## config.mk

```make
export PLATFORM = sky130hd
export DESIGN_NAME = aluUnit
export DESIGN_NICKNAME = d
export VERILOG_FILES = /design/src/verilog/aluPkg.sv /design/src/verilog/aluBitSlice.sv /design/src/verilog/alu.sv /design/src/verilog/aluUnit.sv
export SDC_FILE = /design/constraint.sdc
export NUM_CORES = 1
export LEC_CHECK = 0
export BUFFER_PORTS_ARGS = -buffer_cell sky130_fd_sc_hd__buf_2
export CAP_MARGIN = 30
export CORE_UTILIZATION = 51
export CTS_BUF_LIST = sky130_fd_sc_hd__clkbuf_4
export DETAILED_ROUTE_END_ITERATION = 8
export GPL_TIMING_DRIVEN = 0
export PLACE_DENSITY = 0.75
export SYNTH_ARGS = -nofsm -noshare
export SYNTH_HDL_FRONTEND = slang
export SYNTH_SLANG_ARGS = --single-unit
```

## constraint.sdc

```tcl
create_clock -name clk -period 25.1 [get_ports clk]
set_clock_uncertainty 0.1 [all_clocks]
set_input_delay 2.51 -clock clk [delete_from_list [all_inputs] [get_ports clk]]
set_output_delay 2.51 -clock clk [all_outputs]
set_load 0.1 [all_outputs]
```

## src/verilog/aluPkg.sv

```systemverilog
`default_nettype none

package aluPkg;

    // number of one-bit slices in the datapath
    localparam int aluWidth = 32;

    // one operand or result word
    typedef logic [aluWidth-1:0] aluWord;

    // encoded command as issued by the caller
    typedef logic [2:0] aluCommand;

    // decoded command with one bit per operation
    typedef logic [7:0] aluCommandOneHot;

    // arithmetic commands use the carry chain
    localparam aluCommand cmdAdd = 3'd0;
    localparam aluCommand cmdSub = 3'd1;

    localparam aluCommand cmdXor = 3'd2;

    // signed compare, result on bit 0 only
    localparam aluCommand cmdSlt = 3'd3;

    // bitwise commands, carry chain held low
    localparam aluCommand cmdAnd  = 3'd4;
    localparam aluCommand cmdNand = 3'd5;
    localparam aluCommand cmdNor  = 3'd6;
    localparam aluCommand cmdOr   = 3'd7;

endpackage

`default_nettype wire

```

## src/verilog/aluBitSlice.sv

```systemverilog
`timescale 1ns/1ns
`default_nettype none

module aluBitSlice (
    input  logic                    a,
    input  logic                    b,
    input  logic                    carryIn,
    input  aluPkg::aluCommandOneHot commandOneHot,
    output logic                    result,
    output logic                    carryOut,
    output logic                    zero
);

    // commands that go through the full adder
    logic isArith;
    // subtract and compare both add the inverted b
    logic invertB;
    logic bEffective;
    logic sum;
    logic arithCarry;
    logic logicResult;

    assign invertB = commandOneHot[aluPkg::cmdSub] | commandOneHot[aluPkg::cmdSlt];

    assign isArith = commandOneHot[aluPkg::cmdAdd]
                   | commandOneHot[aluPkg::cmdSub]
                   | commandOneHot[aluPkg::cmdSlt];

    assign bEffective = b ^ invertB;

    // full adder
    assign sum        = a ^ bEffective ^ carryIn;
    assign arithCarry = (a & bEffective) | (a & carryIn) | (bEffective & carryIn);

    // bitwise functions, only one command bit is set at a time
    always_comb begin
        logicResult = 1'b0;
        unique case (1'b1)
            commandOneHot[aluPkg::cmdXor]: begin
                logicResult = a ^ b;
            end
            commandOneHot[aluPkg::cmdAnd]: begin
                logicResult = a & b;
            end
            commandOneHot[aluPkg::cmdNand]: begin
                logicResult = ~(a & b);
            end
            commandOneHot[aluPkg::cmdNor]: begin
                logicResult = ~(a | b);
            end
            commandOneHot[aluPkg::cmdOr]: begin
                logicResult = a | b;
            end
            default: begin
                logicResult = 1'b0;
            end
        endcase
    end

    // pick the adder or the logic path for this bit
    always_comb begin
        if (isArith) begin
            result   = sum;
            carryOut = arithCarry;
        end else begin
            result   = logicResult;
            // no carry leaves a logic slice
            carryOut = 1'b0;
        end
    end

    // combined across all slices by the word level
    assign zero = ~result;

endmodule

`default_nettype wire

```

## src/verilog/alu.sv

```systemverilog
`timescale 1ns/1ns
`default_nettype none

module alu (
    input  aluPkg::aluWord    operandA,
    input  aluPkg::aluWord    operandB,
    input  aluPkg::aluCommand command,
    output aluPkg::aluWord    result,
    output logic              carryout,
    output logic              zero,
    output logic              overflow
);

    aluPkg::aluCommandOneHot commandOneHot;

    // carryBus[i] feeds slice i, top entry is the final carry
    logic [aluPkg::aluWidth:0] carryBus;

    aluPkg::aluWord sliceResult;
    aluPkg::aluWord sliceZero;
    aluPkg::aluWord overrideBus;
    aluPkg::aluWord finalZero;

    logic isAddSub;
    logic isSlt;
    logic subtracting;
    logic signA;
    logic signBEffective;
    logic signSum;
    logic rawOverflow;
    logic sltBit;

    // one-hot decode of the command code
    always_comb begin
        commandOneHot = '0;
        case (command)
            aluPkg::cmdAdd:  commandOneHot[aluPkg::cmdAdd]  = 1'b1;
            aluPkg::cmdSub:  commandOneHot[aluPkg::cmdSub]  = 1'b1;
            aluPkg::cmdXor:  commandOneHot[aluPkg::cmdXor]  = 1'b1;
            aluPkg::cmdSlt:  commandOneHot[aluPkg::cmdSlt]  = 1'b1;
            aluPkg::cmdAnd:  commandOneHot[aluPkg::cmdAnd]  = 1'b1;
            aluPkg::cmdNand: commandOneHot[aluPkg::cmdNand] = 1'b1;
            aluPkg::cmdNor:  commandOneHot[aluPkg::cmdNor]  = 1'b1;
            aluPkg::cmdOr:   commandOneHot[aluPkg::cmdOr]   = 1'b1;
            default:         commandOneHot = '0;
        endcase
    end

    assign isSlt       = commandOneHot[aluPkg::cmdSlt];
    assign isAddSub    = commandOneHot[aluPkg::cmdAdd] | commandOneHot[aluPkg::cmdSub];
    assign subtracting = commandOneHot[aluPkg::cmdSub] | isSlt;

    // two's complement subtract needs the extra one at the bottom
    assign carryBus[0] = subtracting;

    // ripple-carry slice chain
    for (genvar i = 0; i < aluPkg::aluWidth; i++) begin : sliceGen
        aluBitSlice slice (
            .a             (operandA[i]),
            .b             (operandB[i]),
            .carryIn       (carryBus[i]),
            .commandOneHot (commandOneHot),
            .result        (sliceResult[i]),
            .carryOut      (carryBus[i+1]),
            .zero          (sliceZero[i])
        );
    end

    // logic slices already hold their carry low
    assign carryout = carryBus[aluPkg::aluWidth];

    // signed overflow from the operand signs and the sum sign
    assign signA          = operandA[aluPkg::aluWidth-1];
    assign signBEffective = operandB[aluPkg::aluWidth-1] ^ subtracting;
    assign signSum        = sliceResult[aluPkg::aluWidth-1];

    // same input signs but the sum sign flipped
    assign rawOverflow = (signA == signBEffective) && (signSum != signA);

    // only add and subtract report it
    assign overflow = rawOverflow & isAddSub;

    // true sign of a - b even when the difference wrapped
    assign sltBit = signSum ^ rawOverflow;

    // compare result sits on bit 0 with the rest cleared
    assign overrideBus = {{(aluPkg::aluWidth-1){1'b0}}, sltBit};

    assign result = isSlt ? overrideBus : sliceResult;

    // zero bits of whatever word actually leaves the ALU
    assign finalZero = isSlt ? ~overrideBus : sliceZero;

    assign zero = &finalZero;

endmodule

`default_nettype wire

```

## src/verilog/aluUnit.sv

```systemverilog
`timescale 1ns/1ns
`default_nettype none

module aluUnit (
    input  logic              clk,
    input  logic              reset,
    input  logic              start,
    input  aluPkg::aluWord    operandA,
    input  aluPkg::aluWord    operandB,
    input  aluPkg::aluCommand command,
    output logic              done,
    output aluPkg::aluWord    result,
    output logic              carryout,
    output logic              zero,
    output logic              overflow
);

    // combinational ALU outputs for the operands at the inputs
    aluPkg::aluWord aluResult;
    logic           aluCarryout;
    logic           aluZero;
    logic           aluOverflow;

    alu aluCore (
        .operandA (operandA),
        .operandB (operandB),
        .command  (command),
        .result   (aluResult),
        .carryout (aluCarryout),
        .zero     (aluZero),
        .overflow (aluOverflow)
    );

    // done follows start by one cycle
    always_ff @(posedge clk) begin
        if (reset) begin
            done <= 1'b0;
        end else begin
            done <= start;
        end
    end

    // capture the outputs only for a strobed operation
    always_ff @(posedge clk) begin
        if (reset) begin
            result   <= '0;
            carryout <= 1'b0;
            zero     <= 1'b0;
            overflow <= 1'b0;
        end else if (start) begin
            result   <= aluResult;
            carryout <= aluCarryout;
            zero     <= aluZero;
            overflow <= aluOverflow;
        end
    end

endmodule

`default_nettype wire

```

==> results of run 1 <==
## metal layers
| metal | share of wire (%) | global-route usage [%] | routed length, um |
|---|---|---|---|
| met2 | 47 | 57.43 | 8537 |
| met1 | 44 | 47.10 | 8026 |
| met4 | 2.5 | 12.86 | 461 |
| met5 | 0 | 0 | 0 |
| met3 | 6.6 | 3.509 | 1197 |
## power groups by stage
stage / logic [uW] / clock network [uW] / registers [uW]
6_report: 140 / 41.4 / 63.8
3_3_place_gp: 135 / 0 / 64.7
5_1_grt: 151 / 44.4 / 64.3
2_1_floorplan: 65.9 / 0 / 96.7
4_1_cts: 138 / 41.7 / 63.8
3_5_place_dp: 138 / 0 / 65.1
## worst min-delay path, delay by kind of cell, from the launching register on
family | cells | cell delay (ps)
AO/OA/AOI/OAI | 1 | 50
flip-flops | 1 | 320
AND/OR/NAND/NOR | 1 | 60
## cell usage in the layout, fill, tap and decap left out, drive strengths merged, types with 5 or more instances in the layout
cell    instances
buf           128
inv            74
ha             65
nor2           55
xnor2          40
dfxtp          36
fa             31
and3           29
a21oi          29
mux2i          28
nand2          25
clkbuf         25
a211oi         20
nor2b          16
o21ai          10
mux2            9
a22o            9
and2            8
o221ai          8
nand2b          7
a22oi           6
nand3           6
or3b            6
o32ai           5
a221oi          5
o211ai          5
## layout make-up
cell class                      instances  area, um2  share of cell area (%)
Timing Repair Buffer                  104      520.5                   8.551
Clock inverter                          2      35.03                  0.5755
Sequential cell                        36      720.7                   11.84
Inverter                               76      285.3                   4.687
Clock buffer                            6      45.04                  0.7400
Antenna cell                            1      2.502                 0.04111
Buffer                                 43      226.5                   3.720
Multi-Input combinational cell        483       4085                   67.11
Tap cell                              133      166.4                   2.734
## cell families after synthesis
kind of cell    Yosys count
compound gates          129
fa+ha+maj                96
xor+xnor                 43
flops                    36
mux                      37
buf+inv                 119
simple gates            178
## metrics by stage
step                      std cells  power [uW]  util [%]
after floorplan                 638       162.5         -
after detailed placement        875       202.9     60.32
after CTS                       883       243.9     61.12
after global placement          875       200.2     60.32
final                           884       245.3     61.15
after global routing            883       259.7     61.12
## path summary, 6_finish.rpt
| check | end | cells after the start | slack (ps) | from |
|---|---|---|---|---|
| max | zero | 74 | 3550 | command[0] |
| min | result[8] | 2 | 370 | result[8] |
| max reg2reg | result[16] | 3 | 24110 | result[16] |
| min reg2reg | result[8] | 2 | 370 | result[8] |
## sequential cells by signal (all words and copies together), names as in the netlist
| signal | count |
|---|---|
| carryout | 1 |
| done | 1 |
| overflow | 1 |
| result | 32 |
| zero | 1 |
==> metrics.yaml, run 1 <==
outcome:
  status: "completed"
critical_path:
  crit_path_end_kind: "flip-flop"
  critPathBufInv: 6
  cp_slowest_stage_delay_ps: 610
  cp_max_fo: 10
  crit_top_cell: "fa_1"
  worstPathArrival_ps: 21710
  cp_slowest_cell: "or4_1"
  crit_type: "input port to flip-flop"
  worstPathRequired_ps: 25260
  crit_family: "adder cells"
  critPathLaunchType: "input port"
routing:
  wl_per_cell_um: 20.61
  firstDrtPassIters: 5
  drc: 0
  postRouteAntennaNets: 0
  routed_wl_mm: 18.22
  drt-initial-drc-count: 497
  vias: 5256
  avgViaCountPerCell: 5.946
global_route:
  grt_overflow_total: 0
  grt_usage_pct: 34.85
  grt_pass1_vias: 5362
  grt_start_max_net_pins: 12
  grt_pass1_wl_mm: 29.12
  antenna_found_initial: 1
yosys:
  synth_top_flop_cell: "dfxtp_1"
  async_flop_share_pct: 0
  synth_top_family_by_area: "adder cells"
  yosys.area_share.adder_pct: 26.96
  synth_compound_area_share_pct: 17.86
  synth_seq_cells: 36
  syn_nets: 804
  synth_edf_count: 0
  synth_most_common_cell: "inv_1"
  syn_inst: 638
  yosys-top-cells-area: "ha_1 15%, dfxtp_1 14%, fa_1 12%"
  synth_cell_types: 63
  syn_area_per_cell_um2: 8.335
  synth_top_area_share_pct: 15.29
  synthSimpleGateAreaFrac_pct: 17.74
  synth_warnings: 0
  synth_top_cell_by_area: "ha_1"
  synthMuxAreaShare_pct: 7.176
  synth_commonest_cells: "74 x inv_1, 65 x ha_1, 54 x nor2_1"
  yosys.area_share.xor_xnor_pct: 7.082
  netlist_area_um2: 5318
  synth-seq-area-share_pct: 13.55
power:
  p_sw_uw: 117.6
  p_comb_share_pct: 57.1
  switching_share_pct: 47.92
  pwr_density_cell_nw_per_um2: 40.30
  pwr-share-seq_pct: 26.0
  irDropWorstVdd_mv: 0.03680
  p_leak_uw: 0.003064
  p_int_uw: 127.7
  clkPwrFrac_pct: 16.9
cts:
  cts_root_buf: "clkbuf_4"
  path_clk_slew_ps: 110
  htreeDepth: 2
  cts_made_buffers: 5
  cts_tree: "done"
  ctsResizeCount: 0
  clk_path_buf_depth: 2
  clk_latency_ps: 340
  cts_hold_buf: 0
  postCtsSetupBuffers: 0
  clock-sinks: 36
floorplan:
  io_pins: 106
  die_x_um: 104.1
  num_rows: 36
  die_h_um: 104.1
  initial_core_util_pct: 53.42
  core_area_um2: 9955
  dieArea_um2: 10840
cells_and_area:
  final_area_um2: 6087
  fill_cells: 961
  drive_above_1_share_pct: 20.13
  area_growth_pct: 14.47
  nNetsFinal: 915
run:
  maxCapViolations: 0
place:
  dpl.hpwl_mm: 14.98
  place_congestion: 0.9500
  pre_cts_slack_ps: 3283
  place_area_um2: 6005
  portBuffers: 104
sta:
  finalSetupTns_ps: 0
  min_period_over_period_pct: 85.86
  worstMarginPinSlew_ps: 1048
  slew_viol_final: 0
  finalCriticalPeriod_ps: 21550
  fmax_mhz: 46.40
  finalSetupViolCount: 0
  maxSlewHeadroom_pct: 30.15
  setup_ws_ps: 3550
  rsz0062_at_grt: "false"
  holdWs_ps: 373.4
  hold_viol: 0
min_path:
  holdCritPathClass: "flip-flop to flip-flop"
Power figures use the tool's default switching activity.
==> run 2, diff against run 1 <==
- PLACE_DENSITY: 0.75 -> 0.84
==> metrics.yaml, run 2 (synthesis gave the netlist of run 1 again) <==
global_route:
  grt_usage_pct: 32.41  # was 34.85%
  grt_start_max_net_pins: 12  # unchanged
  grt_overflow_total: 0  # unchanged
  antenna_found_initial: 0  # was 1
  grt_pass1_vias: 5283  # was 5362
  grt_pass1_wl_mm: 27.53  # was 29.12 mm
cells_and_area:
  largest_register_ffs: 32  # unchanged
  final_area_um2: 6085  # was 6087 um2
  area_growth_pct: 14.42  # was 14.47%
  diodes: 0  # was 1
  regMostFlops: "result"  # unchanged
  final_cell_mix: "117 x buf_2, 74 x inv_1, 65 x ha_1, 54 x nor2_1, 40 x xnor2_1"  # unchanged
  layout_commonest_cell: "buf_2"  # unchanged
  drive_above_1_share_pct: 20.13  # unchanged
  nNetsFinal: 915  # unchanged
  layout.cells.non_filler: 883  # was 884
routing:
  drc: 0  # unchanged
  routed_wl_mm: 17.45  # was 18.22 mm
  avgViaCountPerCell: 6.055  # was 5.946
  wl_per_cell_um: 19.76  # was 20.61 um
  vias: 5347  # was 5256
  postRouteAntennaNets: 0  # unchanged
  firstDrtPassIters: 5  # unchanged
  drt-initial-drc-count: 511  # was 497
place:
  dp.cells: 875  # unchanged
  portBuffers: 104  # unchanged
  dpl.hpwl_mm: 14.10  # was 14.98 mm
  place_congestion: 0.9689  # was 0.9500
  place_area_um2: 6005  # unchanged
sta:
  worstMarginPinSlew_ps: 780.0  # was 1048 ps
  rsz0062_at_grt: "false"  # unchanged
  min_period_over_period_pct: 86.24  # was 85.86%
  fmax_mhz: 46.20  # was 46.40 MHz
  hold_viol: 0  # unchanged
  slew_viol_final: 0  # unchanged
  finalSetupViolCount: 0  # unchanged
  finalCriticalPeriod_ps: 21650  # was 21550 ps
  finalSetupTns_ps: 0  # unchanged
  holdWs_ps: 368.5  # was 373.4 ps
  maxSlewHeadroom_pct: 48.00  # was 30.15%
critical_path:
  crit_path_end_kind: "flip-flop"  # unchanged
  critPathLaunchType: "input port"  # unchanged
  cp_max_fo: 10  # unchanged
  worstPathArrival_ps: 21810  # was 21710 ps
  crit_family: "adder cells"  # unchanged
  crit_top_cell: "fa_1"  # unchanged
  cp_slowest_stage_delay_ps: 550  # was 610 ps
  critPathBufInv: 6  # unchanged
  cp_slowest_cell: "clkbuf_1"  # was or4_1
  crit_type: "input port to flip-flop"  # unchanged
  worstPathRequired_ps: 25260  # about the same
power:
  irDropWorstVdd_mv: 0.03625  # was 0.03680 mV
  p_int_uw: 128.0  # was 127.7 uW
  total_power_uw: 244.1  # was 245.3 uW
  p_comb_share_pct: 57.1  # about the same
  p_sw_uw: 116.2  # was 117.6 uW
  p_leak_uw: 0.003064  # about the same
  clkPwrFrac_pct: 16.8  # was 16.9%
  switching_share_pct: 47.58  # was 47.92%
  pwr-share-seq_pct: 26.1  # was 26.0%
  pwr_density_cell_nw_per_um2: 40.12  # was 40.30 nW/um2
outcome:
  status: "completed"  # unchanged
floorplan:
  io_pins: 106  # unchanged
  die_h_um: 104.1  # unchanged
  die_x_um: 104.1  # unchanged
  core_area_um2: 9955  # unchanged
  num_rows: 36  # unchanged
  dieArea_um2: 10840  # unchanged
  initial_core_util_pct: 53.42  # unchanged
cts:
  cts_hold_buf: 0  # unchanged
  clk_latency_ps: 340  # about the same
  postCtsSetupBuffers: 0  # unchanged
  cts_tree: "done"  # unchanged
  cts_root_buf: "clkbuf_4"  # unchanged
  htreeDepth: 2  # unchanged
  ctsResizeCount: 0  # unchanged
  cts_made_buffers: 5  # unchanged
  path_clk_slew_ps: 110  # about the same
  clk_path_buf_depth: 2  # unchanged
  clock-sinks: 36  # unchanged
run:
  maxCapViolations: 0  # unchanged
min_path:
  holdCritPathClass: "flip-flop to flip-flop"  # unchanged
==> run 2: path summary, 6_finish.rpt <==
kind | from | to | slack (ps) | cells after the start
setup / recovery | command[2] | zero | 3450 | 74
hold / removal | result[8] | result[8] | 370 | 2
setup reg to reg | result[3] | result[3] | 24100 | 3
hold reg to reg | result[8] | result[8] | 370 | 2
==> run 2: cell type report <==
type,instances,area [um2]
plain buffers,43,226.5
clock buffers,6,45.04
clock inverters,2,35.03
fillers,892,3870
inverters,76,285.3
multi-input cells,483,4085
flip-flops and latches,36,720.7
well taps,133,166.4
repair buffers,104,520.5
==> run 2: layer usage <==
metal  part of all wire [%]  vias to the layer above  track usage, %
li1                       -                     2443               -
met1                     42                     2572           43.33
met2                     46                      287           53.52
met3                    8.2                       45           2.569
met4                    3.7                        0           13.98
met5                      0                        -               0
==> run 2: stage by stage <==
step / utilization [%] / setup slack [ps]
floorplan: - / 5456
global placement: 60.32 / 3330
detailed placement: 60.32 / 3296
CTS: 61.12 / 3597
global route: 61.12 / 2846
finish: 61.12 / 3453
==> run 2: worst min-delay path, delay by kind of cell (launching register included) <==
kind | cells | cell delay [ps]
flops | 1 | 320
simple gates | 1 | 60
compound gates | 1 | 50
==> run 2: power groups by stage <==
stage          registers [uW]  logic [uW]  clock network [uW]
4_1_cts                  63.8         137                40.8
3_5_place_dp             65.1         136                   0
6_report                 63.8         139                41.0
2_1_floorplan            96.7        65.9                   0
5_1_grt                  64.4         149                44.0
3_3_place_gp             64.8         133                   0
